<file path="config.mk">
export PLATFORM = sky130hd
export DESIGN_NAME = bpuTop
export DESIGN_NICKNAME = d
export VERILOG_FILES = /design/src/logic/bpuBusPkg.sv /design/src/logic/bpuTypesPkg.sv /design/src/logic/bpuTop.sv /design/src/logic/bpuCsr.sv /design/src/logic/flushSequencer.sv /design/src/logic/replacePointer.sv /design/src/logic/btbArray.sv
export VERILOG_INCLUDE_DIRS = /design/src /design/src/logic
export SDC_FILE = /design/constraint.sdc
export NUM_CORES = 2
export LEC_CHECK = 0
export BUFFER_PORTS_ARGS = -buffer_cell sky130_fd_sc_hd__clkbuf_2
export CORE_MARGIN = 10
export CORE_UTILIZATION = 40
export CTS_CLUSTER_DIAMETER = 60
export DETAILED_ROUTE_END_ITERATION = 12
export HOLD_SLACK_MARGIN = 0.03
export PLACE_DENSITY = 0.65
export SLEW_MARGIN = 20
export SYNTH_ARGS = -nofsm -noshare
export SYNTH_HDL_FRONTEND = slang
export SYNTH_SLANG_ARGS = --single-unit
export TNS_END_PERCENT = 50
</file>
<file path="constraint.sdc">
create_clock -name clk -period 5.8 [get_ports clk]
set_input_delay 0.29 -clock clk [delete_from_list [all_inputs] [get_ports clk]]
set_output_delay 0.29 -clock clk [all_outputs]
set_load 0.03 [all_outputs]
</file>
<file path="src/logic/bpu_consts.svh">
`ifndef BPU_CONSTS_SVH
`define BPU_CONSTS_SVH

`default_nettype none

// btb geometry, the 6-bit id space leaves room for the no-entry code
`define BTB_ENTRIES      32
`define BTB_IDX_BITS     5
`define BTB_ID_BITS      6
`define BTB_NO_ENTRY     63

// fetch group is 8 bytes, bit 2 picks the slot
`define FETCH_GROUP_BITS 3
`define SLOT_BIT         2

// statistics counters
`define CNT_BITS         16

// register port addresses
`define REG_ADDR_BITS    4
`define REG_CTRL_ADDR    0
`define REG_STATUS_ADDR  1
`define REG_COMMITS_ADDR 2
`define REG_INSERTS_ADDR 3

`default_nettype wire

`endif
</file>
<file path="src/logic/bpuBusPkg.sv">
`include "bpu_consts.svh"
`default_nettype none

package bpuBusPkg;

    // wishbone classic, master to slave
    typedef struct packed {
        logic                       cyc;
        logic                       stb;
        logic                       we;
        logic [`REG_ADDR_BITS-1:0]  adr;
        logic [31:0]                dat;
    } wbReqT;

    typedef struct packed {
        logic        ack;
        logic [31:0] dat;
    } wbRspT;

    typedef enum logic [`REG_ADDR_BITS-1:0] {
        REG_CTRL    = `REG_CTRL_ADDR,
        REG_STATUS  = `REG_STATUS_ADDR,
        REG_COMMITS = `REG_COMMITS_ADDR,
        REG_INSERTS = `REG_INSERTS_ADDR
    } csrAddrE;

    typedef enum logic [1:0] {
        FL_IDLE,
        FL_CLEAR,
        FL_WALK
    } flushStateE;

endpackage

`default_nettype wire

</file>
<file path="src/logic/bpuTypesPkg.sv">
`include "bpu_consts.svh"
`default_nettype none

package bpuTypesPkg;

    // one btb entry
    typedef struct packed {
        logic                     valid;
        // set on allocation and on taken hits, cleared by the sweep
        logic                     used;
        logic [31:0]              srcAddr;
        logic [31:0]              dstAddr;
        // always taken, counters ignored
        logic                     isJump;
        logic [1:0]               history;
        logic [3:0][1:0]          counters;
    } btbEntry;

    // answer to a fetch lookup
    typedef struct packed {
        logic                     found;
        logic                     taken;
        logic                     isJump;
        logic                     multiple;
        logic [31:0]              src;
        logic [31:0]              dst;
        logic [`BTB_ID_BITS-1:0]  id;
    } predictT;

    // branch unit report
    typedef struct packed {
        logic                     valid;
        logic [`BTB_ID_BITS-1:0]  id;
        logic [31:0]              addr;
        logic [31:0]              dest;
        logic                     taken;
        logic                     isJump;
    } resolveT;

    // reorder buffer commit, addr is a word address
    typedef struct packed {
        logic                     valid;
        logic                     isBranch;
        logic [`BTB_ID_BITS-1:0]  id;
        logic [29:0]              addr;
        logic                     taken;
    } commitT;

endpackage

`default_nettype wire

</file>
<file path="src/logic/bpuTop.sv">
`timescale 1ns/1ps
`include "bpu_consts.svh"
`default_nettype none

module bpuTop (
    input  wire                         clk,
    input  wire                         rst,
    input  wire                         pcValid,
    input  wire [31:0]                  pc,
    output bpuTypesPkg::predictT        pred,
    input  wire bpuTypesPkg::resolveT   resolve,
    input  wire bpuTypesPkg::commitT    commit,
    output logic                        branchCommitted,
    input  wire bpuBusPkg::wbReqT       wbReq,
    output bpuBusPkg::wbRspT            wbRsp
);

    logic [`BTB_IDX_BITS-1:0]   victimIdx;
    logic                       victimBusy;
    logic                       allocated;
    logic                       clearPtr;
    logic                       flushing;
    logic                       wrap;
    logic                       flushStart;
    logic                       ptrStep;

    // walk steps every cycle after the clear cycle
    assign ptrStep = allocated || victimBusy || (flushing && !clearPtr);

    btbArray u_btbArray (
        .clk             (clk),
        .rst             (rst),
        .lookupValid     (pcValid),
        .pc              (pc),
        .pred            (pred),
        .resolve         (resolve),
        .commit          (commit),
        .victimIdx       (victimIdx),
        .flushing        (flushing),
        .victimBusy      (victimBusy),
        .allocated       (allocated),
        .branchCommitted (branchCommitted)
    );

    replacePointer u_replacePointer (
        .clk   (clk),
        .rst   (rst),
        .clear (clearPtr),
        .step  (ptrStep),
        .idx   (victimIdx),
        .wrap  (wrap)
    );

    flushSequencer u_flushSequencer (
        .clk      (clk),
        .rst      (rst),
        .start    (flushStart),
        .wrap     (wrap),
        .clearPtr (clearPtr),
        .flushing (flushing)
    );

    bpuCsr u_bpuCsr (
        .clk             (clk),
        .rst             (rst),
        .wbReq           (wbReq),
        .wbRsp           (wbRsp),
        .allocated       (allocated),
        .branchCommitted (branchCommitted),
        .flushing        (flushing),
        .flushStart      (flushStart)
    );

endmodule

`default_nettype wire

</file>
<file path="src/logic/bpuCsr.sv">
`timescale 1ns/1ps
`include "bpu_consts.svh"
`default_nettype none

module bpuCsr (
    input  wire                     clk,
    input  wire                     rst,
    input  wire bpuBusPkg::wbReqT   wbReq,
    output bpuBusPkg::wbRspT        wbRsp,
    input  wire                     allocated,
    input  wire                     branchCommitted,
    input  wire                     flushing,
    output logic                    flushStart
);
    import bpuBusPkg::*;

    csrAddrE                addr;
    logic                   accept;
    logic                   wrStrobe;
    logic                   ackQ;
    logic [31:0]            rdData;
    logic [31:0]            readValue;
    logic [`CNT_BITS-1:0]   commitCnt;
    logic [`CNT_BITS-1:0]   insertCnt;

    // new request, the cycle of ack is not a second one
    assign accept   = wbReq.cyc && wbReq.stb && !ackQ;
    assign wrStrobe = accept && wbReq.we;
    assign addr     = csrAddrE'(wbReq.adr);

    assign flushStart = wrStrobe && addr == REG_CTRL && wbReq.dat[0];

    always_comb begin
        case (addr)
            REG_STATUS:  readValue = {31'b0, flushing};
            REG_COMMITS: readValue = 32'(commitCnt);
            REG_INSERTS: readValue = 32'(insertCnt);
            default:     readValue = '0;
        endcase
    end

    always_ff @(posedge clk) begin
        if (rst)
            ackQ <= 1'b0;
        else
            ackQ <= accept;
    end

    // value before the ack edge
    always_ff @(posedge clk) begin
        if (accept)
            rdData <= readValue;
    end

    always_ff @(posedge clk) begin
        if (rst) begin
            commitCnt <= '0;
            insertCnt <= '0;
        end else begin
            if (wrStrobe && addr == REG_COMMITS)
                commitCnt <= '0;
            else if (branchCommitted && commitCnt != '1)
                commitCnt <= commitCnt + 1'b1;

            if (wrStrobe && addr == REG_INSERTS)
                insertCnt <= '0;
            else if (allocated && insertCnt != '1)
                insertCnt <= insertCnt + 1'b1;
        end
    end

    assign wbRsp = '{ack: ackQ, dat: rdData};

    // single-cycle ack, the master must drop stb before the next request
    assert property (@(posedge clk) disable iff (rst) ackQ |=> !ackQ);

endmodule

`default_nettype wire

</file>
<file path="src/logic/flushSequencer.sv">
`timescale 1ns/1ps
`default_nettype none

module flushSequencer (
    input  wire     clk,
    input  wire     rst,
    input  wire     start,
    input  wire     wrap,
    output logic    clearPtr,
    output logic    flushing
);
    import bpuBusPkg::*;

    flushStateE state;
    flushStateE stateNext;

    always_comb begin
        stateNext = state;
        case (state)
            FL_IDLE: begin
                if (start)
                    stateNext = FL_CLEAR;
            end
            FL_CLEAR: begin
                stateNext = FL_WALK;
            end
            FL_WALK: begin
                // pointer came back round, every entry has been visited
                if (wrap)
                    stateNext = FL_IDLE;
            end
            default: begin
                stateNext = FL_IDLE;
            end
        endcase
    end

    always_ff @(posedge clk) begin
        if (rst)
            state <= FL_IDLE;
        else
            state <= stateNext;
    end

    assign clearPtr = state == FL_CLEAR;
    assign flushing = state != FL_IDLE;

endmodule

`default_nettype wire

</file>
<file path="src/logic/replacePointer.sv">
`timescale 1ns/1ps
`include "bpu_consts.svh"
`default_nettype none

module replacePointer (
    input  wire                         clk,
    input  wire                         rst,
    input  wire                         clear,
    input  wire                         step,
    output logic [`BTB_IDX_BITS-1:0]    idx,
    output logic                        wrap
);

    // last entry rolls over to 0
    assign wrap = step && idx == `BTB_IDX_BITS'(`BTB_ENTRIES - 1);

    always_ff @(posedge clk) begin
        if (rst || clear)
            idx <= '0;
        else if (wrap)
            idx <= '0;
        else if (step)
            idx <= idx + 1'b1;
    end

    // flush clears the pointer in a cycle where nothing else moves it
    assert property (@(posedge clk) disable iff (rst) !(clear && step));

endmodule

`default_nettype wire

</file>
<file path="src/logic/btbArray.sv">
`timescale 1ns/1ps
`include "bpu_consts.svh"
`default_nettype none

module btbArray (
    input  wire                         clk,
    input  wire                         rst,
    input  wire                         lookupValid,
    input  wire [31:0]                  pc,
    output bpuTypesPkg::predictT        pred,
    input  wire bpuTypesPkg::resolveT   resolve,
    input  wire bpuTypesPkg::commitT    commit,
    input  wire [`BTB_IDX_BITS-1:0]     victimIdx,
    input  wire                         flushing,
    output logic                        victimBusy,
    output logic                        allocated,
    output logic                        branchCommitted
);
    import bpuTypesPkg::*;

    btbEntry                    entries [`BTB_ENTRIES];
    btbEntry                    commitEntry;
    logic [`BTB_IDX_BITS-1:0]   commitIdx;
    logic [1:0]                 commitHist;
    logic [1:0]                 commitCtr;
    logic [1:0]                 ctrNext;
    logic                       commitHit;

    // parallel lookup, lowest slot at or above the pc slot wins
    always_comb begin
        pred = '0;
        if (lookupValid) begin
            for (int i = 0; i < `BTB_ENTRIES; i++) begin
                if (entries[i].valid &&
                    entries[i].srcAddr[31:`FETCH_GROUP_BITS] == pc[31:`FETCH_GROUP_BITS] &&
                    entries[i].srcAddr[`SLOT_BIT] >= pc[`SLOT_BIT]) begin
                    if (pred.found)
                        pred.multiple = 1'b1;
                    if (!pred.found || entries[i].srcAddr[`SLOT_BIT] < pred.src[`SLOT_BIT]) begin
                        pred.found  = 1'b1;
                        pred.taken  = entries[i].isJump ||
                                      entries[i].counters[entries[i].history][1];
                        pred.isJump = entries[i].isJump;
                        pred.src    = entries[i].srcAddr;
                        pred.dst    = entries[i].dstAddr;
                        pred.id     = `BTB_ID_BITS'(i);
                    end
                end
            end
        end
    end

    // resolves are dropped while a flush runs
    assign allocated  = resolve.valid && resolve.taken && !flushing &&
                        resolve.id == `BTB_ID_BITS'(`BTB_NO_ENTRY);
    assign victimBusy = !flushing && entries[victimIdx].valid && entries[victimIdx].used;

    assign commitIdx   = commit.id[`BTB_IDX_BITS-1:0];
    assign commitEntry = entries[commitIdx];
    assign commitHist  = commitEntry.history;
    assign commitCtr   = commitEntry.counters[commitHist];
    assign commitHit   = commit.valid && commit.isBranch &&
                         commit.id != `BTB_ID_BITS'(`BTB_NO_ENTRY) &&
                         {commit.addr, 2'b00} == commitEntry.srcAddr;

    // saturating 2-bit counter step
    always_comb begin
        if (commit.taken)
            ctrNext = (commitCtr == 2'b11) ? commitCtr : commitCtr + 2'b01;
        else
            ctrNext = (commitCtr == 2'b00) ? commitCtr : commitCtr - 2'b01;
    end

    always_ff @(posedge clk) begin
        branchCommitted <= 1'b0;
        if (rst) begin
            for (int i = 0; i < `BTB_ENTRIES; i++) begin
                entries[i].valid <= 1'b0;
                entries[i].used  <= 1'b0;
            end
        end else begin
            if (allocated) begin
                entries[victimIdx] <= '{
                    valid:    1'b1,
                    used:     1'b1,
                    srcAddr:  resolve.addr,
                    dstAddr:  resolve.dest,
                    isJump:   resolve.isJump,
                    history:  {2{resolve.taken}},
                    counters: {4{{2{resolve.taken}}}}
                };
            end else if (victimBusy) begin
                // sweep passes this entry, give it one more round
                entries[victimIdx].used <= 1'b0;
            end

            if (flushing)
                entries[victimIdx].valid <= 1'b0;

            if (commitHit) begin
                entries[commitIdx].counters[commitHist] <= ctrNext;
                entries[commitIdx].history <= {commitHist[0], commit.taken};
                branchCommitted <= !commitEntry.isJump;
            end

            if (pred.taken)
                entries[pred.id[`BTB_IDX_BITS-1:0]].used <= 1'b1;
        end
    end

    // ids from the back end come from this array or are the no-entry code
    assert property (@(posedge clk) disable iff (rst)
        resolve.valid |-> (resolve.id < `BTB_ENTRIES ||
                           resolve.id == `BTB_ID_BITS'(`BTB_NO_ENTRY)));

    assert property (@(posedge clk) disable iff (rst)
        (commit.valid && commit.isBranch) |-> (commit.id < `BTB_ENTRIES ||
                                               commit.id == `BTB_ID_BITS'(`BTB_NO_ENTRY)));

endmodule

`default_nettype wire

</file>
# Yosys cells after proc, flatten, opt, wreduce, memory -nomap -nowiden
# Memory sizes are Yosys's and may differ from the RTL's. A register that Yosys moved wholly into a read port is not among the register bits.
# Index checks and enable logic that the tools add are counted.
# W data, S select, Z words.
[classes]
muxes = 266
add_sub_neg = 5
n_lt_le_gt_ge = 97
bitwise_logic = 3
eq_ne = 46
reduce_logical = 197
[ops]
columns = ["op", "n"]
rows = [
  ["$mux W74", 62],
  ["$mux W70", 33],
  ["$eq A29 B29 Y1", 32],
  ["$mux W77", 3],
  ["$reduce_or A77 Y1", 3],
  ["$bmux W2 S2", 33],
  ["$mux W3", 35],
  ["$lt A2 B3 Y1 const B", 33],
  ["$logic_and A1 B1 Y1", 84],
  ["$mux W2", 39],
  ["$logic_or A1 B1 Y1", 66],
  ["$mux W1", 51],
  ["$pmux W16 S3", 1],
  ["$logic_not A1 Y1", 35],
  ["$add A16 B1 Y16 const B", 2],
  ["$eq A32 B32 Y1", 1],
  ["$ge A1 B1 Y1", 32],
  ["$ne A16 B16 Y1 const B", 2],
  ["$lt A1 B1 Y1", 31],
  ["$mux W5", 5],
  ["$mux W11", 1],
  ["$eq A4 B2 Y1 const B", 2],
  ["$mux W8", 1],
  ["$reduce_or A2 Y1", 4],
  ["20 further kinds", 23],
]
[totals]
ramBits = 2464
n_memories = 1
regBits = 73
output_inout_bits = 108
word_cells = 622
[memory_table]
columns = ["name", "depth", "width", "rd", "rd_clocked_by_memory_dff", "write_ports", "line_no", "source"]
rows = [
  ["u_btbArray.entries", 32, 77, 34, 1, 32, "btbArray.sv:21", "btbEntry entries [`BTB_ENTRIES];"],
]

# Longest topological paths before layout
# An unclocked memory read counts as a cell.
[depth]
word_depth = 166
depth_mapped = 22
depth_no_buf = 15

# By module
# From an unflattened synthesis, not the netlist that was laid out.
[hier_totals]
hier_cells = 10154
area_unflattened_um2 = 126760.3
[by_module_without_submodules]
columns = ["module", "cells_each", "area_each_um2", "n_inst"]
rows = [
  ["btbArray", 9858, 123886.3, 1],
  ["bpuCsr", 263, 2536.2, 1],
  ["replacePointer", 23, 237.7, 1],
  ["flushSequencer", 7, 87.6, 1],
  ["bpuTop", 3, 12.5, 1],
]

# Worst setup path after synthesis
# OpenSTA, ideal clock, no wires.
[synth_path]
path_kind = "input port to output port"
startpoint = "input port pc[6]"
endpoint = "output port pred[48] in the netlist's numbering"
t_arrival_ps = 4986
path_buffers = 3
path_stages = 18
slack_ps = 524
required_ps = 5510
path_cell_list = "buf_2 -> xnor2_1 -> nand4_1 -> or4_4 -> or3_1 -> o2111ai_2 -> mux2i_1 -> a32oi_4 -> a211oi_2 -> a311oi_2 -> nand4_1 -> buf_2 -> nor3_4 -> buf_2 -> o21a_1 -> a2111oi_0 -> o311a_1 -> o31ai_1"
[synth_lines]
columns = ["element", "line_no", "source"]
rows = [
  ["start: declaration", "bpuTop.sv:9", "input wire [31:0] pc,"],
  ["end: declaration", "bpuTop.sv:10", "output bpuTypesPkg::predictT pred,"],
]

==> impl_metrics.py <==
metrics = {
    "layout": {
        "syn2layout_area_growth_pct": 29.5,
        "layout.area.seq_um2": 75100,
        "final_core_util": 0.519,
        "fillCellCount": 26689,
        "area_of_the_multi_input_gates_um2": 52300,
        "fraction_of_layout_cells_with_a_size_suffix_above_1": 0.332,
        "final_nets": 11904,
        "instances_no_fill": 16151,
        "non_filler_cell_area_final_um2": 165000,
    },
    "power_and_ir_drop": {
        "pwr_density_cell_nw_per_um2": 256,
        "totalPowerFinal_uw": 42200,
        "ir_drop_v": 0.000287,
        "p_leak_uw": 0.0572,
    },
    "synth": {
        "synth_top_flop_cell": "edfxtp_1",
        "synthMostInstantiatedCell": "edfxtp_1",
        "synth_top_cells_by_area": "edfxtp_1 58%, mux4_2 6.5%, xnor2_1 5.5%, o21ai_0 2.4%, a22oi_1 2.0%",
        "avgSynthCellArea_um2": 13.0,
        "synth.top_cells.by_count": "2448 x edfxtp_1, 799 x xnor2_1, 602 x o21ai_0",
        "yosysTopAreaCellShare": 0.577,
        "synth.distinct_cells": 103,
        "synth-edff-count": 2448,
        "synthesis.area_um2": 127000,
        "ys_seq_area_frac": 0.590,
        "postSynthCellCount": 9805,
        "postSynthRegisterBits": 2526,
        "yosys.area.top_type": "edfxtp_1",
        "yosysWarningCount": 0,
        "postSynth.asyncResetShare": 0,
    },
    "placement": {
        "detailedPlacementHpwl_um": 432000,
        "routabilityCongestion": 1.06,
        "dpl-instance-area_um2": 148000,
        "place.detailed.instances": 15413,
        "port_buffers": 243,
    },
    "floorplan": {
        "floorplan.die.height_um": 584,
        "initial_util": 0.401,
        "die_w_um": 584,
        "core_region_area_um2": 318000,
        "row_count": 207,
        "design.portCount": 294,
        "fp.dieArea_um2": 341000,
    },
    "setup_path": {
        "startpoint_type": "register",
        "r2r.worst_path.cells": 19,
        "critical_path_arrival_ns": 6.26,
        "cp.required_ns": 5.51,
        "cp-end-kind": "output pin",
        "worstPathMaxFanout": 7,
        "worst-setup-path-type": "register to output pin",
    },
    "sta": {
        "clock_skew_ns": 0.0771,
        "finalSetupViolCount": 70,
        "worst_hold_slack_ns": 0.0600,
        "drv_slew": 0,
        "worst_pin_slew_ns": 1.16,
        "max_slew_margin": 0.224,
        "final_period_minus_worst_setup_slack_ns": 6.55,
        "peak_freq_mhz": 153,
        "hold_viol": 0,
        "period_share": 1.13,
        "timing.final.ws_setup_ns": -0.752,
        "rsz0062_at_grt": "yes",
    },
    "cts": {
        "cts_h_tree_lvls": 5,
        "clock_sinks": 2526,
        "total_clock_buffers_created_by_cts": 307,
        "ctsLongestPathBuffers": 4,
        "cts.root.buffer_cell": "clkbuf_16",
        "tritoncts_clock_tree": "yes",
        "clk-insertion-delay-late_ns": 0.97,
        "clk_transition_reported_paths_ns": 0.06,
    },
    "outcome": {
        "failed_checks": "negative setup slack",
        "status": "complete, but fails checks",
    },
    "run": {
        "maxCapViolCount": 0,
    },
    "grt": {
        "antenna_found_initial": 30,
        "first_pass_grt_wire_length_um": 806000,
        "first_global_vias": 99047,
        "gr-total-overflow": 0,
        "gr-usage-all-layers": 0.333,
        "grt_max_degree": 77,
    },
    "detailed_routing": {
        "initialDrtViolationCount": 15484,
        "drt_drc_violations_left": 0,
        "vias": 102758,
        "detail_route.wl_per_cell_um": 36.9,
        "first_pass_iters": 6,
        "vias_per_cell": 6.36,
        "count_of_nets_left_with_antenna_violations_after_detail_routing": 0,
        "route.final.wire_length_um": 595000,
    },
    "min_path": {
        "worst_hold_path.num_cells": 1,
        "timing.hold.worst.class": "input pin to register",
    },
}
## path summary, 6_finish.rpt
check	slack, ns	end	start
worst max-delay path	-0.75	pred[25]	u_btbArray.entries[11][57]
worst min-delay path	0.06	u_btbArray.entries[11][33]	resolve[24]
worst max register to register	0.06	u_btbArray.entries[25][5]	u_btbArray.entries[1][55]
worst min register to register	0.47	u_bpuCsr.ackQ	u_bpuCsr.ackQ
## power by group
part           internal (uW)  switching [uW]  leakage (uW)  total, uW
sequential             20000            21.8        0.0234      20000
combinational            810            1730        0.0289       2540
clock                  11500            8180       0.00492      19700
## layout by cell type, fill, tap and decap left out, drive strengths merged, types with 44 or more instances in the layout
cell type	count
or3	99
o31ai	101
clkinv	126
nor2	551
nand4	264
nor4	134
or2	139
mux2i	237
nand3b	112
dfxtp	78
a22oi	338
a311oi	44
inv	107
mux2	132
xnor2	799
o21a	96
nand3	144
a21oi	404
edfxtp	2448
nand4b	65
mux4	365
o2111ai	49
nand2	550
and2	185
buf	2117
xor2	180
a221oi	96
nor3	84
o21ai	629
clkbuf	579
a211oi	58
## timing repair
item	4_1_cts	5_1_grt
cloned	18	10
hold buffers	37	0
pin swaps	161	105
endpoints found under the hold margin	730	0
setup buffers	96	45
endpoints found under the setup margin	102	77
resized for setup	681	282
## routing by layer
layer,track usage,vias to the layer above,part of all wire
li1,-,42024,-
met3,0.0808,1364,0.11
met5,0.00249,-,0.00026
met4,0.202,24,0.077
met1,0.434,52166,0.37
met2,0.502,7180,0.43
## metrics by stage
| stage | TNS [ns] | setup WS [ns] |
|---|---|---|
| after floorplan | 0 | 0.524 |
| after global placement | -106.10 | -1.48 |
| after detailed placement | -113.21 | -1.17 |
| after CTS | -40.62 | -0.734 |
| after global routing | -48.10 | -0.831 |
| final | -42.99 | -0.752 |
## cell families after synthesis
| logic type | Yosys count | share of synthesized area |
|---|---|---|
| flip-flops | 2526 | 0.590 |
| AND/OR/NAND/NOR | 2412 | 0.0981 |
| AO/OA/AOI/OAI | 2259 | 0.119 |
| XOR/XNOR | 979 | 0.0673 |
| buffers and inverters | 884 | 0.0303 |
| multiplexers | 734 | 0.0949 |
| adder cells (fa/ha/maj) | 10 | 0.000924 |
| other | 1 | 0.0000294 |
## final cells by class
cell class	count	area share
Clock buffer	364	0.0492
Multi-Input combinational cell	6413	0.317
Sequential cell	2526	0.455
Antenna cell	15	0.000228
Tap cell	4180	0.0317
Clock inverter	190	0.0122
Inverter	89	0.00247
Timing Repair Buffer	2374	0.131
## state kept, by name, indices dropped and copies added (netlist names), named ones only
| register | count |
|---|---|
| u_btbArray.branchCommitted | 1 |
| u_bpuCsr.ackQ | 1 |
| u_btbArray.entries | 2464 |
| u_bpuCsr.insertCnt | 16 |
| u_flushSequencer.state | 2 |
| u_replacePointer.idx | 5 |
| u_bpuCsr.rdData | 16 |
| u_bpuCsr.commitCnt | 16 |
## critical path, cell delays in order (launching register included)
cell	delay (ns)
edfxtp_1	0.52
xor2_1	0.20
buf_4	0.16
nor4_4	0.31
o2111a_2	0.30
nand3_4	0.11
a2111o_1	0.47
a211oi_4	0.37
a21oi_4	0.12
and2_4	0.18
or4_4	0.53
nand4_1	0.14
buf_6	0.13
nor3_4	0.04
buf_6	0.14
buf_12	0.14
buf_12	0.15
buf_12	0.13
clkbuf_16	0.16
o21a_1	0.10
a211o_1	0.30
a311oi_2	0.30
o31ai_1	0.11
clkbuf_4	0.20
(Power assumes the default switching activity.)
